### src/soc_pkg.sv
package soc_pkg;

    // Bus geometry
    localparam int addr_w = 16;
    localparam int data_w = 32;

    // Width of the word index carried to every bank
    localparam int idx_w = 8;

    // One request from the bus master, held for a single cycle
    typedef struct packed {
        logic [addr_w-1:0] addr;
        logic [data_w-1:0] wdata;
        logic              we;
        logic              re;
    } bus_req_t;

    // Access broadcast to all RAM banks
    typedef struct packed {
        logic [idx_w-1:0]  idx;
        logic [data_w-1:0] wdata;
        logic              we;
    } bank_req_t;

    // Memory map
    // RAM region, interleaved by word across the banks
    localparam logic [addr_w-1:0] ram_base = 16'h0000;
    localparam logic [addr_w-1:0] ram_size = 16'h1000;

    // UART transmit register, write only
    localparam logic [addr_w-1:0] uart_addr = 16'h2000;

    // Last captured key code, read only
    localparam logic [addr_w-1:0] key_addr = 16'h2004;

    // Interrupt vector raised by a keystroke
    localparam logic [3:0] kbd_irq_num = 4'd1;

endpackage

### src/kbd_irq.sv
`timescale 1ns/10ps

module kbd_irq (
    input  logic       clk,
    input  logic       rst_n,
    input  logic       key_strobe,
    input  logic [7:0] key_code,
    input  logic       irq_ack,
    output logic [7:0] kbd_code,
    output logic [3:0] irq_vector,
    output logic       irq_led
);
    import soc_pkg::*;

    logic key_hit;

    // Zero code means no key, ignored
    assign key_hit = key_strobe && (key_code != 8'd0);

    always_ff @(posedge clk or negedge rst_n) begin
        if (!rst_n) begin
            kbd_code   <= 8'd0;
            irq_vector <= 4'd0;
        end else begin
            // Code is kept even when the ack suppresses the interrupt
            if (key_hit) begin
                kbd_code <= key_code;
            end
            // Ack wins over a keystroke in the same cycle
            if (key_hit && !irq_ack) begin
                irq_vector <= kbd_irq_num;
            end else if (irq_ack && (irq_vector != 4'd0)) begin
                irq_vector <= 4'd0;
            end
        end
    end

    // LED lit while an interrupt is pending
    assign irq_led = (irq_vector != 4'd0);

    // Only the keyboard vector is ever raised
    a_vec_legal: assert property (@(posedge clk) disable iff (!rst_n)
        (irq_vector == 4'd0) || (irq_vector == kbd_irq_num));

endmodule

### config.mk
export PLATFORM = sky130hd
export DESIGN_NAME = kbd_irq
export DESIGN_NICKNAME = d
export VERILOG_FILES = /design/src/soc_pkg.sv /design/src/kbd_irq.sv
export SDC_FILE = /design/constraint.sdc
export NUM_CORES = 1
export LEC_CHECK = 0
export BUFFER_PORTS_ARGS = -buffer_cell sky130_fd_sc_hd__buf_2
export CAP_MARGIN = 10
export CORE_MARGIN = 5
export CORE_UTILIZATION = 37
export CTS_CLUSTER_DIAMETER = 30
export DETAILED_ROUTE_END_ITERATION = 8
export PLACE_DENSITY = 0.68
export SLEW_MARGIN = 20
export SYNTH_ARGS = -nofsm -noshare
export SYNTH_HDL_FRONTEND = slang
export SYNTH_SLANG_ARGS = --single-unit
### constraint.sdc
create_clock -name clk -period 0.9 [get_ports clk]
set_input_delay 0.135 -clock clk [delete_from_list [all_inputs] [get_ports clk]]
set_output_delay 0.135 -clock clk [all_outputs]
set_load 0.01 [all_outputs]
### Yosys cells after proc, flatten, opt, wreduce, memory -nomap -nowiden

Cells that the tools add are included.

| word-level totals | value |
|---|---|
| flip-flop bits (word level) | 12 |
| input port bits | 12 |
| output and inout bits | 13 |

| operators by class | value |
|---|---|
| multiplexer cells | 2 |
| reduce and logical (&&, ||, !) cells | 7 |

Operator list:

| kind | count |
|---|---|
| two-way mux 4 bit | 2 |
| nonzero test 8 bit | 1 |
| nonzero test 4 bit | 1 |
| logical AND 1 bit | 3 |
| nonzero test 2 bit | 1 |
| zero test 1 bit | 1 |

### Logic depth before layout (Yosys ltp)

| depth | value |
|---|---|
| depth after elaboration | 4 |
| depth in mapped cells | 3 |

### Worst setup path after synthesis

No wires, ideal clock.

| timing path | value |
|---|---|
| path type | flip-flop to flip-flop |
| start | register, netlist name kbd_code[0] |
| end | register kbd_code[0] |
| data arrival time | 832 ps |
| required time | 780 ps |
| setup slack | -51 ps |
| stages on the path, launching flop included | 3 |
| cells stage by stage | dfrtp_1 -> mux2_2 -> a31o_1 |

RTL lines:

| what | RTL line | RTL |
|---|---|---|
| to (signal assigned) | kbd_irq.sv:27 | `kbd_code <= key_code;` |
| to (decl) | kbd_irq.sv:9 | `output logic [7:0] kbd_code,` |

### Worst setup path after layout

| timing path | value |
|---|---|
| start | register kbd_code[0] |
| end | output kbd_code[0] |

No word-level cell between the ends.

==> qor.txt <==
Status -> complete, but fails checks
Failing checks -> negative setup slack
Largest net degree at the start of global routing -> 10
Worst EP required -> 0.76 ns
Setup TNS -> -1.319 ns
Fin. Hold Viols -> 0
Placed insts -> 83
First-pass GRT wire length -> 2263 um
Final GP Congestion -> 0.6890
Vias in the first global route -> 468
Port-buffer cells -> 21
Die height -> 46.13 um
Area leader, netlist -> dfrtp_1
Fin util -> 0.6608
Hpwl dp -> 1042 um
Max_cap viols -> 0
Setup ws final -> -0.1214 ns
Worst hold slack -> 0.04156 ns
Tcrit/Tclk final -> 1.135
Synth Area per Inst -> 13.42 sq um
Detailed-router iteration count before antenna repair -> 2
Logic gate share of total power -> 0.335
CP Capture Type -> output port
Clk sinks -> 9
Total track usage -> 0.1565
CTS tree -> done
Worst setup SP type -> flop
Max Slew Vio Count -> 0
Synth Instances -> 36
Critical path class -> flop to output port
Largest fanout on the critical path -> 2
Synth top area share -> 0.4663
Yosys synthesis warning count -> 0
Netlist cell types -> 10
Register bit total from synthesis -> 9
Initial antenna violation count -> 0
H-Tree Depth -> 1
Worst hold path class -> primary input to flop
WL final -> 1307 um
Layout cell share with drive strength beyond 1 -> 0.6753
Crit path DAT -> 0.89 ns
Int Pwr -> 0.8661 mW
DIE AREA -> 2128 sq um
RSZ-0062 raised after global routing -> true
DR vias/cell -> 4.815
CTS Root Cell -> clkbuf_4
WL per Instance -> 14.21 um
Initial Util -> 0.3807
Clk_lat worst skew -> 0.26 ns
Clk pwr share -> 0.264
Via count -> 443
GRT overflow -> 0
CTS buffer count -> 3
Sw power -> 0.3135 mW
Most common cell after layout, fill and taps aside -> buf_6
Antenna Nets Post-Route -> 0
Clock tree buffer depth -> 2
Fin nets -> 90
# diodes -> 0
Seq/Total Area, Yosys -> 0.4663
Leakage -> 0.4063 nW
IO Pins -> 25
Die Span X -> 46.13 um
Top cells by area, synth -> dfrtp_1 (47%), mux2_2 (19%), a31o_1 (15%)
Sequential share of power -> 0.401
Drt drc -> 0
Switching share of power -> 0.2658
Row count -> 13
Placeable Area -> 1269 sq um
Mapped Area -> 483.0 sq um
Most frequent cells in the layout -> buf_6 (16), buf_2 (13), buf_4 (10), dfrtp_1 (9), a31o_1 (8)
Maximum VDD drop -> 0.0009478 V
Worst Clk Skew -> 0 ns
Final Non-Filler Cells -> 92
Reg clk slew, reported paths -> 0.06 ns
Post-layout minimum cycle time -> 1.021 ns
Drt initial violations -> 1
Area Overhead vs Synth -> 73.58%
F_max -> 0.9791 GHz
Setup-failing EPs final -> 18
Pwr per Cell Area -> 1407 nW/um^2
kinds of logic after synthesis:
logic type	synth area share
AOI/OAI and AO/OA	0.1632
muxes	0.1865
buffers and inverters	0.08030
and+or+nand+nor	0.09585
DFF	0.4663
other	0.007765
cells in the mapped netlist, drive strengths merged:
cell type  n
conb       1
buf        5
mux2       8
a311oi     1
a31o       8
nor2       1
dfrtp      9
nor4       2
inv        1
layer usage:
metal / routed length (um) / up-vias / global-route usage
li1: - / 216 / -
met1: 470 / 206 / 0.1759
met2: 728 / 18 / 0.2830
met3: 87 / 3 / 0.02734
met4: 20 / 0 / 0.06818
met5: 0 / - / 0
registers in the layout, indices dropped and copies added (netlist names):
name / count
kbd_code: 8
irq_vector: 1
per-stage QoR:
step / instance area, sq um / total power [mW] / setup WS (ns)
after detailed placement: 684.4 / 0.7634 / -0.1405
after CTS: 815.8 / 1.172 / -0.1261
after global placement: 684.4 / 0.7519 / -0.1075
final: 838.3 / 1.180 / -0.1214
after global routing: 838.3 / 1.239 / -0.1498
after floorplan: 490.5 / 0.6062 / -0.05143
path summary, 6_finish.rpt:
path / startpoint / depth (start not counted) / slack [ns] / to
hold reg to reg: kbd_code[4] / 2 / 0.60 / kbd_code[4]
setup / recovery: kbd_code[0] / 2 / -0.12 / kbd_code[0]
hold / removal: irq_ack / 2 / 0.04 / irq_vector[0]
max in group asynchronous: rst_n / 2 / 0.46 / kbd_code[5]
min in group asynchronous: rst_n / 2 / 0.26 / irq_vector[0]
setup reg to reg: kbd_code[3] / 2 / -0.06 / kbd_code[3]
worst max-delay path: stages (launching register included):
cell and delay (ns):
dfrtp_1 0.39, buf_6 0.12, buf_6 0.11
repair_timing:
item / 4_1_cts / 5_1_grt
pin swaps: 0 / 1
buffers inserted: 2 / 2
hold endpoints to repair: 9 / 0
resized for setup: 16 / 2
hold buffers: 1 / 0
setup endpoints to repair: 18 / 19
area by class of cell:
cell class              count  area [sq um]
fillers                    99         430.4
repair buffers             40         330.3
multi-input cells          23         234.0
flip-flops and latches      9         225.2
clock buffers               4         26.28
well taps                  15         18.77
inverters                   1         3.754
power groups by stage:
stage                     Clock [mW]  Combinational, mW  Sequential (mW)
final                          0.311              0.395            0.473
after global routing           0.334              0.426            0.479
after CTS                      0.321              0.378            0.473
after detailed placement           0              0.289            0.475
after global placement             0              0.281            0.471
after floorplan                    0              0.108            0.498
No activity file was read; power rests on OpenSTA's default activity.
