[src/soc_pkg.sv]
package soc_pkg;

    // Bus geometry
    localparam int addr_w = 16;
    localparam int data_w = 32;

    // Width of the word index carried to every bank
    localparam int idx_w = 8;

    // One request from the bus master, held for a single cycle
    typedef struct packed {
        logic [addr_w-1:0] addr;
        logic [data_w-1:0] wdata;
        logic              we;
        logic              re;
    } bus_req_t;

    // Access broadcast to all RAM banks
    typedef struct packed {
        logic [idx_w-1:0]  idx;
        logic [data_w-1:0] wdata;
        logic              we;
    } bank_req_t;

    // Memory map
    // RAM region, interleaved by word across the banks
    localparam logic [addr_w-1:0] ram_base = 16'h0000;
    localparam logic [addr_w-1:0] ram_size = 16'h1000;

    // UART transmit register, write only
    localparam logic [addr_w-1:0] uart_addr = 16'h2000;

    // Last captured key code, read only
    localparam logic [addr_w-1:0] key_addr = 16'h2004;

    // Interrupt vector raised by a keystroke
    localparam logic [3:0] kbd_irq_num = 4'd1;

endpackage

[src/bus_decoder.sv]
`timescale 1ns/10ps

module bus_decoder #(
    parameter int num_banks  = 4,
    parameter int bank_words = 256
) (
    input  logic                         clk,
    input  logic                         rst_n,
    input  soc_pkg::bus_req_t            req,
    output soc_pkg::bank_req_t           bank_req,
    output logic [num_banks-1:0]         bank_we,
    output logic [num_banks-1:0]         bank_sel,
    output logic                         key_sel,
    output logic                         uart_wr,
    output logic [soc_pkg::data_w-1:0]   uart_data
);
    import soc_pkg::*;

    // Byte offset bits 1..0 are dropped, then bank, then word index
    localparam int bank_bits = $clog2(num_banks);
    localparam int word_bits = $clog2(bank_words);
    localparam int bank_lsb  = 2;
    localparam int word_lsb  = bank_lsb + bank_bits;

    logic [addr_w-1:0]    ram_off;
    logic                 ram_hit;
    logic [bank_bits-1:0] bank_num;
    logic [word_bits-1:0] word_idx;
    logic                 uart_hit;
    logic                 uart_hit_q;

    // Offset into RAM, wraps high for addresses below the base
    assign ram_off = req.addr - ram_base;
    assign ram_hit = (ram_off < ram_size);

    // Field split of the RAM offset
    assign bank_num = ram_off[bank_lsb +: bank_bits];
    assign word_idx = ram_off[word_lsb +: word_bits];

    // One-hot bank select, empty outside RAM
    always_comb begin
        bank_sel = '0;
        if (ram_hit) begin
            bank_sel[bank_num] = 1'b1;
        end
    end

    // Write enable only reaches the addressed bank
    assign bank_we = {num_banks{req.we}} & bank_sel;

    // Same index and data go to every bank
    always_comb begin
        bank_req       = '0;
        bank_req.idx   = idx_w'(word_idx);
        bank_req.wdata = req.wdata;
        bank_req.we    = req.we && ram_hit;
    end

    // Keyboard register is read only, writes fall through
    assign key_sel = (req.addr == key_addr);

    // UART write detect
    assign uart_hit = req.we && (req.addr == uart_addr);

    // Previous cycle's UART write
    always_ff @(posedge clk or negedge rst_n) begin
        if (!rst_n) begin
            uart_hit_q <= 1'b0;
        end else begin
            uart_hit_q <= uart_hit;
        end
    end

    // Strobe on the first cycle of a run of UART writes
    assign uart_wr   = uart_hit && !uart_hit_q;
    assign uart_data = req.wdata;

    // RAM and keyboard regions never overlap, at most one bank at a time
    a_sel_onehot: assert property (@(posedge clk) disable iff (!rst_n)
        $onehot0(bank_sel) && !(key_sel && (|bank_sel)));

endmodule

[config.mk]
export PLATFORM = sky130hd
export DESIGN_NAME = bus_decoder
export DESIGN_NICKNAME = d
export VERILOG_FILES = /design/src/soc_pkg.sv /design/src/bus_decoder.sv
export SDC_FILE = /design/constraint.sdc
export NUM_CORES = 1
export LEC_CHECK = 0
export ABC_AREA = 1
export CAP_MARGIN = 20
export CORE_MARGIN = 10
export CORE_UTILIZATION = 50
export CTS_CLUSTER_DIAMETER = 40
export DETAILED_ROUTE_END_ITERATION = 12
export DONT_BUFFER_PORTS = 1
export HOLD_SLACK_MARGIN = 0.03
export PLACE_DENSITY = 0.7
export REMOVE_ABC_BUFFERS = 1
export SYNTH_ARGS = -nofsm -noshare
export SYNTH_HDL_FRONTEND = slang
export SYNTH_SLANG_ARGS = --single-unit
export TNS_END_PERCENT = 1
[constraint.sdc]
create_clock -name clk -period 0.8 [get_ports clk]
set_input_delay 0.2 -clock clk [delete_from_list [all_inputs] [get_ports clk]]
set_output_delay 0.2 -clock clk [all_outputs]
set_load 0.005 [all_outputs]
## Word-level counts from Yosys, hierarchy flattened

Cells that the tools add are included.

- Register bits after elaboration: 1
- Latch bits: 0
- Memory bits (writable): 0
- ROM bits: 0
- Output and inout bits: 83
- Word-level logic and storage cells: 15
- Memories kept: 0

- Add/sub/neg operators: 0
- Multiply operators: 0
- Div/mod/pow operators: 0
- Order comparisons: 3
- Equality and inequality tests: 2
- Shift-type cells: 0
- Muxes and demuxes: 3
- Bitwise operators: 1
- Reduce and logical (&&, ||, !) cells: 5

Operators with widths:

| operator | number |
|---|---|
| equality test 16 x 14 -> 1 bit, second input constant | 2 |
| less-than comparator 16 x 13 -> 1 bit, second input constant | 1 |
| bitwise AND 4 bit | 1 |
| logical AND 1 bit | 4 |
| two-way mux 4 bit | 1 |
| less-than comparator 2 x 3 -> 1 bit, second input constant | 1 |
| demux 1 bit (select 2 bit) | 1 |
| >= comparator 2 x 1 -> 1 bit, second input constant | 1 |
| logical NOT 1 bit | 1 |
| two-way mux 1 bit | 1 |

## Depth between registers and ports, before layout

- Depth in word-level cells: 6
- Mapped depth: 5
- Gate-level depth less buffers: 5

## Worst setup path before layout

No wires, ideal clock.

- Path kind: input -> output
- From: input req[49] (netlist bit)
- To: output uart_wr
- Data arrival time: 0.646 ns
- Setup slack: -0.046 ns
- Cell stages on the path: 5
- Buffers on the path: 0
- Cell sequence: nor2_2 nand3_2 nor2_2 nand2_1 nor2_2

- Cells in the longest elaborated chain, start to end: 3

Ends and longest elaborated chain:

| element | RTL line | text |
|---|---|---|
| start, declared | bus_decoder.sv:9 | `input soc_pkg::bus_req_t req,` |
| equality test 16 x 14 -> 1 bit | bus_decoder.sv:63 | `assign uart_hit = req.we && (req.addr == uart_addr);` |
| logical AND 1 bit | bus_decoder.sv:63 |  |
| logical AND 1 bit | bus_decoder.sv:75 | `assign uart_wr = uart_hit && !uart_hit_q;` |
| end, declared | bus_decoder.sv:14 | `output logic uart_wr,` |

No other way between the ends.

## Final worst setup path

- From: input req[37] (netlist bit)
- To: output uart_wr

The elaborated chain is that of the path after synthesis.

==> results.md <==
- Status: finished, violations left
- Failing checks: setup timing
- Drt total wl: between 3000 and 4000 microns
- Ys Warns: 0
- Drt first pass iters: 4
- Top-area cell type share of the netlist area: about 75%
- Initial Utilization: a little over half
- CP endpoint kind: output pin
- Post-CTS setup buffer count: 0
- Worst-path fanout max: 4
- Required @ worst endpoint: 600 ps
- Register area share after synthesis: under 10%
- Number of enable flip-flop cells after synthesis: 0
- Endpoints failing setup: 11
- DRT iter0 DRCs: 19
- DRT antenna net count: 0
- Max VDD drop: approximately 0.22 mV
- Port Buffer Count: 0
- Area grow syn2layout: -64.19%
- Compound-cell area share of the yosys netlist: 0%
- P_sw: 31.84 uW
- Drt wl/cell: around 66 microns
- Final-report hold violation count: 0
- Biggest area consumer among synthesized cells: buf_4
- Hold WC Path Type: in -> out
- Max-cap violations: 0
- Fin. max-slew vios: 0
- RSZ-0062 raised after global routing: yes
- Worst Tran Pin Value: 222.5 ps
- Die area: about 0.0034 sq mm
- Mux cell area share after synthesis: 0%
- Slew margin rel.: 85.11%
- Synthesized area per cell: 6.696 sq um
- DR vias: 367
- Worst Setup Start Kind: input pin
- First-pass GRT wire length: 4071 microns
- Biggest register: uart_hit_q
- Synth unique cells: 12
- Largest family of logic cells by synthesized area: buffers and inverters
- Synth Cell Area: around 720 sq um
- Post-synth ARST share: 100.0%
- Post-synthesis xor/xnor area fraction: 0%
- Largest regs: uart_hit_q: 1 flops
- FF+latch count, synth: 1
- Post-Synth Adder-Cell Area: 0%
- Sequential Power Share: 49.8%
- I/O Pins: 135
- Via density: 7.058
- Post-route DRC: 0
- Sw Share: between 30% and 40%
- Most numerous cell in the Yosys netlist: buf_4
- Share of cells above drive strength 1: 43.24%
- Clock power share: 0%
- Ranking of synthesized cells by area: buf_4 (75%), nor2_1 (6.7%), dfrtp_1 (3.5%), nor3_1 (2.8%), nand2_1 (2.6%)
- Placer Congestion: 0.7163
- Core Box Area: 0.001334 sq mm
- Fin crit period: roughly 900 ps
- Pin count of the biggest net entering global routing: 10
- Int Pwr: approximately 72 uW
- Critical path type: in -> out
- Die Span Y: 58.03 microns
- N_diodes: 0
- Most common library cells after synthesis: buf_4 (72), nor2_1 (13), nand2_1 (5)
- Critical Path AT: ~700 ps
- Total power: 103.4 uW
- Simple-gate area share of the yosys netlist: between 10% and 20%
- Final worst-path cycle share: 112.8%
- Nets: a little over 90
- Detailed placement HPWL: 3286 microns
- Die Wd: 58.03 microns
- FP Rows: 13
- Initial antenna violation count: 0
- Ys flop type: dfrtp_1
- DP Worst Slack: -144.5 ps
- Pwr/cell area: 399.3 mW/mm^2
- Max reg flops: 1
- Combinational power share: between 50% and 60%
- GRT Util Overall: about 18%
- Fmax: between 1 and 1.5 GHz
- LEAKAGE: roughly 0.000096 uW
- Via count of the first global-routing pass: between 400 and 500
- GR Overflow Total: 0
- Final WS setup: -102.0 ps
- Cell count after synthesis: roughly 110
==> power groups by stage <==
stage                     Clock (uW)  Combinational, uW  Sequential [uW]
after floorplan                    0               32.2             51.5
after CTS                          0               48.6             51.5
after global routing               0               58.1             51.5
final                              0               51.9             51.5
after global placement             0               36.9             51.5
after detailed placement           0               38.7             51.5
==> kinds of logic (layout without fill, tap and decap cells) <==
family / Yosys count / count (layout)
AND/OR/NAND/NOR: 30 / 30
flip-flops: 1 / 1
buffers and inverters: 77 / 6
==> worst paths after layout <==
check,start,endpoint,cells past startpoint
worst max-delay path,req[37],uart_wr,5
max in group asynchronous,rst_n,uart_hit_q,1
min in group asynchronous,rst_n,uart_hit_q,1
worst min-delay path,req[3],uart_data[1],0
==> through the flow <==
stage	setup TNS [ps]	std cells	area, sq um	utilization, %	hold slack [ps]
global placement	-698.5	51	201.4	15.10	-95.54
global route	-1338	52	259.0	19.42	400.0
detailed placement	-1028	51	201.4	15.10	-95.54
floorplan	-139.1	36	182.7	-	-95.59
finish	-630.6	52	259.0	19.42	400.0
CTS	-639.1	52	239.0	17.92	400.1
==> cells in the final DEF, fill, tap and decap left out <==
master and instances:
and2_1 1, dfrtp_1 1, dlygate4sd3_1 1, inv_1 4, inv_2 1, nand2_1 4
nand2_2 2, nand3_1 1, nand3_2 2, nor2_1 9, nor2_2 5, nor2_4 2
nor3_2 4
==> timing repair <==
action / CTS / global route
hold buffers: 1 / 0
gates resized for setup: 6 / 6
hold endpoints to repair: 1 / 0
pin swaps: 2 / 3
endpoints found under the setup margin: 11 / 11
==> layer usage <==
layer	GRT usage [%]	share of wire [%]	up-vias
li1	-	-	113
met1	13.51	26	159
met2	29.75	46	93
met3	23.09	27	2
met4	1.678	0.93	0
met5	0	0	-
==> worst max-delay path, stage by stage <==
cell     delay (ps)
inv_1            50
nand3_1         120
nor2_1          140
nand2_2          80
nor2_4          110
==> cell type report <==
class | instances | area [sq um]
Timing Repair Buffer | 1 | 10.01
Tap cell | 15 | 18.77
Sequential cell | 1 | 25.02
Multi-Input combinational cell | 30 | 186.4
Fill cell | 154 | 1075
Inverter | 5 | 18.77
Power figures use the tool's default switching activity.
