===== src/soc_pkg.sv =====
package soc_pkg;

    // Bus geometry
    localparam int addr_w = 16;
    localparam int data_w = 32;

    // Width of the word index carried to every bank
    localparam int idx_w = 8;

    // One request from the bus master, held for a single cycle
    typedef struct packed {
        logic [addr_w-1:0] addr;
        logic [data_w-1:0] wdata;
        logic              we;
        logic              re;
    } bus_req_t;

    // Access broadcast to all RAM banks
    typedef struct packed {
        logic [idx_w-1:0]  idx;
        logic [data_w-1:0] wdata;
        logic              we;
    } bank_req_t;

    // Memory map
    // RAM region, interleaved by word across the banks
    localparam logic [addr_w-1:0] ram_base = 16'h0000;
    localparam logic [addr_w-1:0] ram_size = 16'h1000;

    // UART transmit register, write only
    localparam logic [addr_w-1:0] uart_addr = 16'h2000;

    // Last captured key code, read only
    localparam logic [addr_w-1:0] key_addr = 16'h2004;

    // Interrupt vector raised by a keystroke
    localparam logic [3:0] kbd_irq_num = 4'd1;

endpackage


===== src/read_mux.sv =====
`timescale 1ns/10ps

module read_mux #(
    parameter int num_banks = 4
) (
    input  logic                                 clk,
    input  logic                                 rst_n,
    input  logic                                 re,
    input  logic [num_banks-1:0]                 bank_sel,
    input  logic                                 key_sel,
    input  logic [num_banks*soc_pkg::data_w-1:0] bank_rdata,
    input  logic [7:0]                           kbd_code,
    output logic [soc_pkg::data_w-1:0]           rdata
);
    import soc_pkg::*;

    // Request side, one cycle late to meet the bank output
    logic                 re_q;
    logic                 key_sel_q;
    logic [num_banks-1:0] bank_sel_q;
    logic [data_w-1:0]    bank_word;

    always_ff @(posedge clk or negedge rst_n) begin
        if (!rst_n) begin
            re_q       <= 1'b0;
            key_sel_q  <= 1'b0;
            bank_sel_q <= '0;
        end else begin
            re_q       <= re;
            key_sel_q  <= key_sel;
            bank_sel_q <= bank_sel;
        end
    end

    // AND-OR select of the bank word
    // Zero when no bank was addressed
    always_comb begin
        bank_word = '0;
        for (int b = 0; b < num_banks; b++) begin
            if (bank_sel_q[b]) begin
                bank_word |= bank_rdata[b*data_w +: data_w];
            end
        end
    end

    // Output register
    always_ff @(posedge clk or negedge rst_n) begin
        if (!rst_n) begin
            rdata <= '0;
        end else if (!re_q) begin
            // No read in flight, drop old data
            rdata <= '0;
        end else if (key_sel_q) begin
            // Key byte, zero extended
            rdata <= {{(data_w-8){1'b0}}, kbd_code};
        end else begin
            rdata <= bank_word;
        end
    end

endmodule


===== config.mk =====
export PLATFORM = sky130hd
export DESIGN_NAME = read_mux
export DESIGN_NICKNAME = d
export VERILOG_FILES = /design/src/soc_pkg.sv /design/src/read_mux.sv
export SDC_FILE = /design/constraint.sdc
export NUM_CORES = 1
export LEC_CHECK = 0
export BUFFER_PORTS_ARGS = -buffer_cell sky130_fd_sc_hd__buf_4
export CORE_ASPECT_RATIO = 1.4
export CORE_MARGIN = 10
export CORE_UTILIZATION = 39
export CTS_CLUSTER_DIAMETER = 200
export DETAILED_ROUTE_END_ITERATION = 8
export MAX_ROUTING_LAYER = met4
export PLACE_DENSITY = 0.95
export RECOVER_POWER = 100
export SLEW_MARGIN = 10
export SYNTH_ARGS = -nofsm -noshare
export SYNTH_HDL_FRONTEND = slang
export SYNTH_SLANG_ARGS = --single-unit

===== constraint.sdc =====
create_clock -name clk -period 2.65 [get_ports clk]
set_input_delay 0.1325 -clock clk [delete_from_list [all_inputs] [get_ports clk]]
set_output_delay 0.1325 -clock clk [all_outputs]
set_load 0.02 [all_outputs]

; ---- Word level (Yosys, flattened, before mapping)
; Index checks and enable logic that the tools add are counted.
[word_totals]
ff_bits = 38
latch_bits = 0
ram_bits = 0
mem_bits_ro = 0
in_bits = 144
output_inout_bits = 32
elab_cells = 13
mem_count = 0
[op_classes]
add_sub_neg = 0
multipliers = 0
div = 0
order_cmp = 0
eq_ne = 0
shifts = 0
muxes = 6
bitwise = 3
n_reduce_logical = 0
[ops]
columns = operator, count
row1 = $mux 32, 6
row2 = $or 32x32->32, 3

; ---- Logic depth before layout (Yosys ltp)
; Gate-level depths: netlist of run 1.
[logic_depth]
depth_word = 9
mapped_depth = 5
mapped_depth_nobuf = 2

; ---- Worst setup path after synthesis of run 1
; No wires, ideal clock.
[synth_timing]
path_kind = register -> register
from = register bank_sel_q[1]
to = register rdata[4] (netlist name)
setup_ns = 0.126
arrival_ns = 1.039
required_time_ns = 2.524
setup_slack_ns = 1.486
stages_incl_launch_ff = 4
n_path_buf = 1
synth_period_minus_slack_ns = 1.164
path_cell_list = dfrtp_1 buf_6 a22o_1 o311a_1
[synth_via]
elab_chain_len = 7
[synth_lines]
columns = item, line
row1 = "start, declared", read_mux.sv:20  ; logic [num_banks-1:0] bank_sel_q;
row2 = "start signal, assigned", read_mux.sv:31  ; bank_sel_q <= bank_sel;
row3 = $mux 32 (*), read_mux.sv:40  ; if (bank_sel_q[b]) begin
row4 = $or 32x32->32, read_mux.sv:41  ; bank_word |= bank_rdata[b*data_w +: data_w];
row5 = $mux 32 (*), read_mux.sv:40
row6 = $or 32x32->32, read_mux.sv:41
row7 = $mux 32 (*), read_mux.sv:40
row8 = $mux 32 (*), read_mux.sv:53  ; end else if (key_sel_q) begin
row9 = $mux 32 (*), read_mux.sv:50  ; end else if (!re_q) begin
row10 = "end signal, assigned", read_mux.sv:55  ; rdata <= {{(data_w-8){1'b0}}, kbd_code};
row11 = "end signal, assigned", read_mux.sv:57  ; rdata <= bank_word;
row12 = "end, declared", read_mux.sv:13  ; output logic [soc_pkg::data_w-1:0] rdata
; Mark *: on every way between the ends. The rest lies on a longest branch, timed or not.

; ---- Final worst setup path of run 1
[layout_timing]
from = register bank_sel_q[1]
to = register rdata[28] (netlist name)
; Same word-level chain as after synthesis.

==> results of run 1 <==
[stage by stage]
step           instance area [µm²]  std cells  power (mW)
2_1_floorplan                 1821        160      0.7926
3_3_place_gp                  3114        382       1.022
3_5_place_dp                  3114        382       1.031
4_1_cts                       3276        397       1.445
5_1_grt                       3153        397       1.475
6_report                      3153        397       1.409
[cell usage after synthesis]
cell type  number
a22o_1         16
a21oi_1        24
dfrtp_1        38
buf_6           2
o311a_1         8
a22oi_1        48
buf_2           9
nand2b_1        9
buf_4           6
[cell type report]
class / count / area, µm² / share of cell area [%]
clock buffers: 7 / 86.33 / 2.738
clock inverters: 1 / 5.005 / 0.1587
multi-input cells: 105 / 757.0 / 24.01
flip-flops and latches: 38 / 950.9 / 30.16
well taps: 62 / 77.57 / 2.460
repair buffers: 184 / 1276 / 40.48
[routing by layer]
metal / wire, µm / track usage (%) / vias up
met5: 0 / - / -
met4: 108 / 5.352 / 0
met3: 680 / 6.518 / 8
met2: 4781 / 38.00 / 110
met1: 2797 / 20.99 / 1046
li1: - / - / 991
[state kept, by name, indices dropped and copies added, names as in the netlist]
register	flops
bank_sel_q	4
key_sel_q	1
rdata	32
re_q	1
[cell families (layout without fill, tap and decap cells)]
kind of cell / count (synthesis) / after routing / synth area share [%]
flip-flops: 38 / 38 / 52.23
buffers and inverters: 17 / 192 / 6.185
AO/OA/AOI/OAI: 96 / 96 / 38.49
AND/OR/NAND/NOR: 9 / 9 / 3.093
[placed cells by master (no fill, tap or decap), drive strengths merged]
| cell type | n |
|---|---|
| o311a | 8 |
| clkinv | 1 |
| a22oi | 48 |
| dlygate4sd3 | 7 |
| clkbuf | 46 |
| nand2b | 9 |
| a21oi | 24 |
| buf | 138 |
| a22o | 16 |
| dfrtp | 38 |
[worst register-to-register path, cell delays in order (launching register included)]
cell,delay [ps]
dfrtp_1,1090
a22oi_1,240
a21oi_1,230
[power by group]
part           total, mW  switching (mW)  internal [mW]  leakage (nW)
Combinational      0.348           0.141          0.207          1.05
Clock              0.407           0.197          0.210        0.0482
Sequential         0.654          0.0415          0.613         0.489
Total               1.41           0.379           1.03          1.58
[worst paths after layout]
kind | startpoint | to | slack (ps) | depth (start not counted)
worst max-delay path | bank_sel_q[1] | rdata[28] | 1020 | 2
worst min-delay path | bank_rdata[120] | rdata[24] | 130 | 3
worst max register to register | bank_sel_q[1] | rdata[28] | 1020 | 2
worst min register to register | re_q | rdata[6] | 690 | 1
max in group asynchronous | rst_n | bank_sel_q[1] | 1460 | 2
min in group asynchronous | rst_n | rdata[11] | 590 | 2
[repair_timing]
action / CTS / global route
gates resized for setup: 0 / 0
hold buffers: 7 / 0
endpoints found under the hold margin: 44 / 0
==> flow_summary.json, run 1 <==
{
  "root_buffer": "clkbuf_8",
  "fmax_mhz": 613.7,
  "grt_usage_pct": 20.85,
  "path_max_fanout": 32,
  "io_pins": 176,
  "post-cts-setup-buffers": 0,
  "worstPathArrival_ps": 1830,
  "cts_tree": "built",
  "cp_slowest_cell": "dfrtp_1",
  "outcome": "completed",
  "avgSynthCellArea_um2": 11.38,
  "finalMaxSlewViolations": 0,
  "drtPass1Iterations": 4,
  "io_buffers": 175,
  "die_w_um": 77.74,
  "period_share_pct": 61.49,
  "critical-path-top-delay-family": "flip-flops",
  "grt_pass1_vias": 2319,
  "tns_ps": 0,
  "holdWs_ps": 129.3,
  "final_net_count": 478,
  "finalSetupViolCount": 0,
  "synth_cells": 160,
  "max_slew_margin_pct": 25.50,
  "syn2layout_area_growth_pct": 73.20,
  "yosys-top-cells-area": "dfrtp_1 52%, a22oi_1 20%, a22o_1 7.7%",
  "max-cap-violations": 0,
  "critical_path_class": "register to register",
  "worstHoldPathType": "input pin to register",
  "grt_pass1_wl_um": 12540,
  "viasPerCell": 5.428,
  "finalCriticalPeriod_ps": 1630,
  "synth_top_area_share_pct": 52.23,
  "cts_buffers": 5,
  "required_ps": 2850,
  "cts_htree_levels": 2,
  "vias": 2155,
  "placementRows": 29,
  "clkLatencyLatePin_ps": 280,
  "antenna_found_initial": 0,
  "grt_max_degree": 39,
  "grt_overflow_total": 0,
  "peakVddDrop_v": 0.0003327,
  "critPathCaptureType": "register",
  "routabilityCongestion": 0.7922,
  "worst_slew_pin_slew_ps": 1118,
  "finClkSkew_ps": 4.570,
  "die_h_um": 100.8,
  "yosysWarnings": 0,
  "fin_ws_ps": 1020,
  "cp_cell_sequence": "a22oi_1, a21oi_1",
  "wl_um": 8367,
  "synth_cell_types": 9,
  "drive_above_1_share_pct": 45.37,
  "clkSinkCount": 38,
  "drt-wirelength-per-cell_um": 21.08,
  "clkTransAtPathRegs_ps": 70,
  "hold_viol_final": 0,
  "power.leakage_nw": 1.583,
  "ys_ff_latch": 38,
  "synth_area_leader_cell": "dfrtp_1",
  "drc": 0,
  "antenna_left": 0,
  "finish.utilization_pct": 69.52,
  "rsz0062_at_grt": "no",
  "fillCellCount": 380,
  "clk_path_buf_depth": 2,
  "slowest_delay_ps": 1090,
  "n_antenna_cell": 0,
  "p_per_area_nw_per_um2": 446.9,
  "start_util_pct": 40.14,
  "coreArea_um2": 4536,
  "synth_nets": 304,
  "critPathLaunchType": "register",
  "cp.buffers_inverters": 0,
  "pre_cts_slack_ps": 1059,
  "dieArea_um2": 7839,
  "drt_iter0_drc": 165,
  "synth.cell_area_um2": 1820,
  "yosysSeqAreaShare_pct": 52.23
}
No activity file was read; power rests on OpenSTA's default activity.
==> inputs of run 2 (changes only) <==
--- a/config.mk
+++ b/config.mk
@@ -5,6 +5,7 @@
 export SDC_FILE = /design/constraint.sdc
 export NUM_CORES = 1
 export LEC_CHECK = 0
+export ABC_AREA = 1
 export BUFFER_PORTS_ARGS = -buffer_cell sky130_fd_sc_hd__buf_4
 export CORE_ASPECT_RATIO = 1.4
 export CORE_MARGIN = 10
@@ -12,7 +13,7 @@
 export CTS_CLUSTER_DIAMETER = 200
 export DETAILED_ROUTE_END_ITERATION = 8
 export MAX_ROUTING_LAYER = met4
-export PLACE_DENSITY = 0.95
+export PLACE_DENSITY = 0.92
 export RECOVER_POWER = 100
 export SLEW_MARGIN = 10
 export SYNTH_ARGS = -nofsm -noshare
==> constraint.sdc (replaced) <==
create_clock -name clk -period 1.65 [get_ports clk]
set_input_delay 0.0825 -clock clk [delete_from_list [all_inputs] [get_ports clk]]
set_output_delay 0.0825 -clock clk [all_outputs]
set_load 0.02 [all_outputs]
==> run 2 against run 1 <==
  * Register-to-register slack worse by 720 ps
  * Clock-buffer cell count is 1 lower
  * Clock power is 49% higher
  * Cell count is 43% higher
  * Via count is 25% higher
  * Cell area is 9.9% higher
  * Synthesized area is 15% higher
  * Die area is 12% higher
  * Sequential cell count stayed put
  * Wire length is 6.3% higher
  * First-iteration DRC count is 13% lower
  * Highest routed layer unchanged
==> flow_summary.json, run 2 <==
{
  "clkSinkCount": 38,
  "vias": 2686,
  "critPathCaptureType": "register",
  "synth_nets": 463,
  "yosys-top-cells-area": "dfrtp_1 45%, nand2_1 33%, nor2_1 11%",
  "ys_ff_latch": 38,
  "synth.cell_area_um2": 2096,
  "final_common_cell": "nand2_1",
  "worst_slew_pin_slew_ps": 910.7,
  "place_inst": 553,
  "period_share_pct": 81.91,
  "outcome": "completed",
  "finClkSkew_ps": 3.257,
  "cp.buffers_inverters": 1,
  "worstHoldPathType": "input pin to register",
  "peakVddDrop_v": 0.0004972,
  "place_area_um2": 3436,
  "grt_pass1_vias": 2894,
  "placementRows": 31,
  "power.leakage_nw": 2.004,
  "critical-path-top-delay-family": "buffers and inverters",
  "cp_slowest_cell": "clkbuf_1",
  "die_h_um": 106.7,
  "critPathLaunchType": "register",
  "syn2layout_area_growth_pct": 65.31,
  "io_buffers": 175,
  "synthArstFlopShare_pct": 100.0,
  "rsz0062_at_grt": "no",
  "cts_buffers": 5,
  "avgSynthCellArea_um2": 6.570,
  "grt_usage_pct": 20.55,
  "antenna_found_initial": 1,
  "wl_um": 8894,
  "cts_htree_levels": 2,
  "drive_above_1_share_pct": 32.20,
  "routabilityCongestion": 0.8465,
  "critical_path_class": "register to register",
  "min_path_cells": 3,
  "root_buffer": "clkbuf_8",
  "fmax_mhz": 739.9,
  "yosysWarnings": 0,
  "cts_tree": "built",
  "grt_overflow_total": 0,
  "synth_area_leader_cell": "dfrtp_1",
  "clk_path_buf_depth": 2,
  "ys_top_cells_by_count": "183 x nand2_1, 62 x nor2_1, 38 x dfrtp_1",
  "clkTransAtPathRegs_ps": 60,
  "worstPathArrival_ps": 1550,
  "required_ps": 1850,
  "largest-register": "rdata",
  "slowest_delay_ps": 540,
  "crit_cells": 5,
  "cp_cell_sequence": "clkbuf_1, nand2_1, nand3_1, nor2_1, nor2_1",
  "synth_top_area_share_pct": 45.37,
  "grt_pass1_wl_um": 13510,
  "reg.largest.list": "rdata x32, bank_sel_q x4",
  "pre_cts_slack_ps": 420.2,
  "fin_cells": 567,
  "max-cap-violations": 0,
  "finalCriticalPeriod_ps": 1351,
  "synth_cells": 319,
  "hold_viol_final": 0,
  "yosysSeqAreaShare_pct": 45.37,
  "drc": 0,
  "drtPass1Iterations": 4,
  "synth_most_common_cell": "nand2_1",
  "ys.flop_type": "dfrtp_1",
  "path_max_fanout": 15,
  "max_slew_margin_pct": 39.29,
  "tns_ps": 0,
  "dieArea_um2": 8747,
  "io_pins": 176,
  "drt-wirelength-per-cell_um": 15.69,
  "cpMostUsedCell": "nor2_1",
  "final_net_count": 645,
  "grt_max_degree": 39,
  "viasPerCell": 4.737,
  "r2r_cells": 5,
  "clkLatencyLatePin_ps": 280,
  "cts_resized": 0,
  "die_w_um": 81.96,
  "finalSetupViolCount": 0,
  "start_util_pct": 40.32,
  "largest_register_ffs": 32,
  "fin_area_um2": 3465,
  "drt_iter0_drc": 144,
  "finalMaxSlewViolations": 0,
  "synth-edff-count": 0,
  "antenna_left": 0,
  "fin_ws_ps": 298.5,
  "p_per_area_nw_per_um2": 657.6,
  "coreArea_um2": 5197,
  "synth_cell_types": 11,
  "dp_hpwl_um": 7249,
  "final_cell_mix": "183 x nand2_1, 143 x buf_4, 62 x nor2_1, 38 x dfrtp_1, 33 x clkbuf_1",
  "finish.utilization_pct": 66.66
}
-- run 2: cell types whose count changed after synthesis, moves of 9 or more --
cell      change
nand2_1     +183
nor2_1       +62
a22oi_1      -48
a21oi_1      -24
a22o_1       -16
nand2b_1      -9
-- run 2: what timing repair did --
item                      4_1_cts  5_1_grt
setup buffers                   0        0
hold buffers                    7        0
hold endpoints to repair       44        0
-- run 2: logic make-up after synthesis --
group / Yosys count / share of synthesized area [%]
and+or+nand+nor: 257 / 46.98
AOI/OAI and AO/OA: 8 / 1.911
DFF: 38 / 45.37
buffers and inverters: 16 / 5.731
-- run 2: cell type report --
| cell class | instances | area (µm²) |
|---|---|---|
| diodes | 1 | 2.502 |
| well taps | 66 | 82.58 |
| fillers | 483 | 1733 |
| repair buffers | 190 | 1318 |
| flip-flops and latches | 38 | 950.9 |
| inverters | 1 | 3.754 |
| clock buffers | 6 | 82.58 |
| multi-input cells | 265 | 1025 |
-- run 2: report_power, final --
group | leakage [nW] | switching (mW) | total (mW) | internal, mW
Combinational | 1.47 | 0.335 | 0.670 | 0.335
Clock | 0.0431 | 0.283 | 0.605 | 0.322
Sequential | 0.489 | 0.0178 | 1.00 | 0.986
Total | 2.00 | 0.636 | 2.28 | 1.64
-- run 2: worst paths after layout --
check	end	start	slack, ps
max	rdata[5]	bank_sel_q[2]	300
min	rdata[1]	kbd_code[1]	90
max reg2reg	rdata[5]	bank_sel_q[2]	300
min reg2reg	rdata[3]	re_q	650
max in group asynchronous	rdata[31]	rst_n	620
min in group asynchronous	rdata[4]	rst_n	470
-- run 2: worst min-delay path: cells and delay by family --
| kind | cells | cell delay [ps] |
|---|---|---|
| simple gates | 1 | 100 |
| buf+inv | 1 | 70 |
| compound gates | 1 | 80 |
-- run 2: layer usage --
layer  share of wire [%]  track usage, %
met5                   0               -
met1                  33           19.65
met4                 4.3           11.22
met2                  56           36.85
met3                 6.5           4.181
-- run 2: per-stage QoR --
stage | hold WS (ps) | total power, mW
detailed placement | 69.71 | 1.722
finish | 91.13 | 2.278
global placement | 59.79 | 1.699
floorplan | -213.1 | 1.313
CTS | 83.62 | 2.346
global route | 105.4 | 2.415
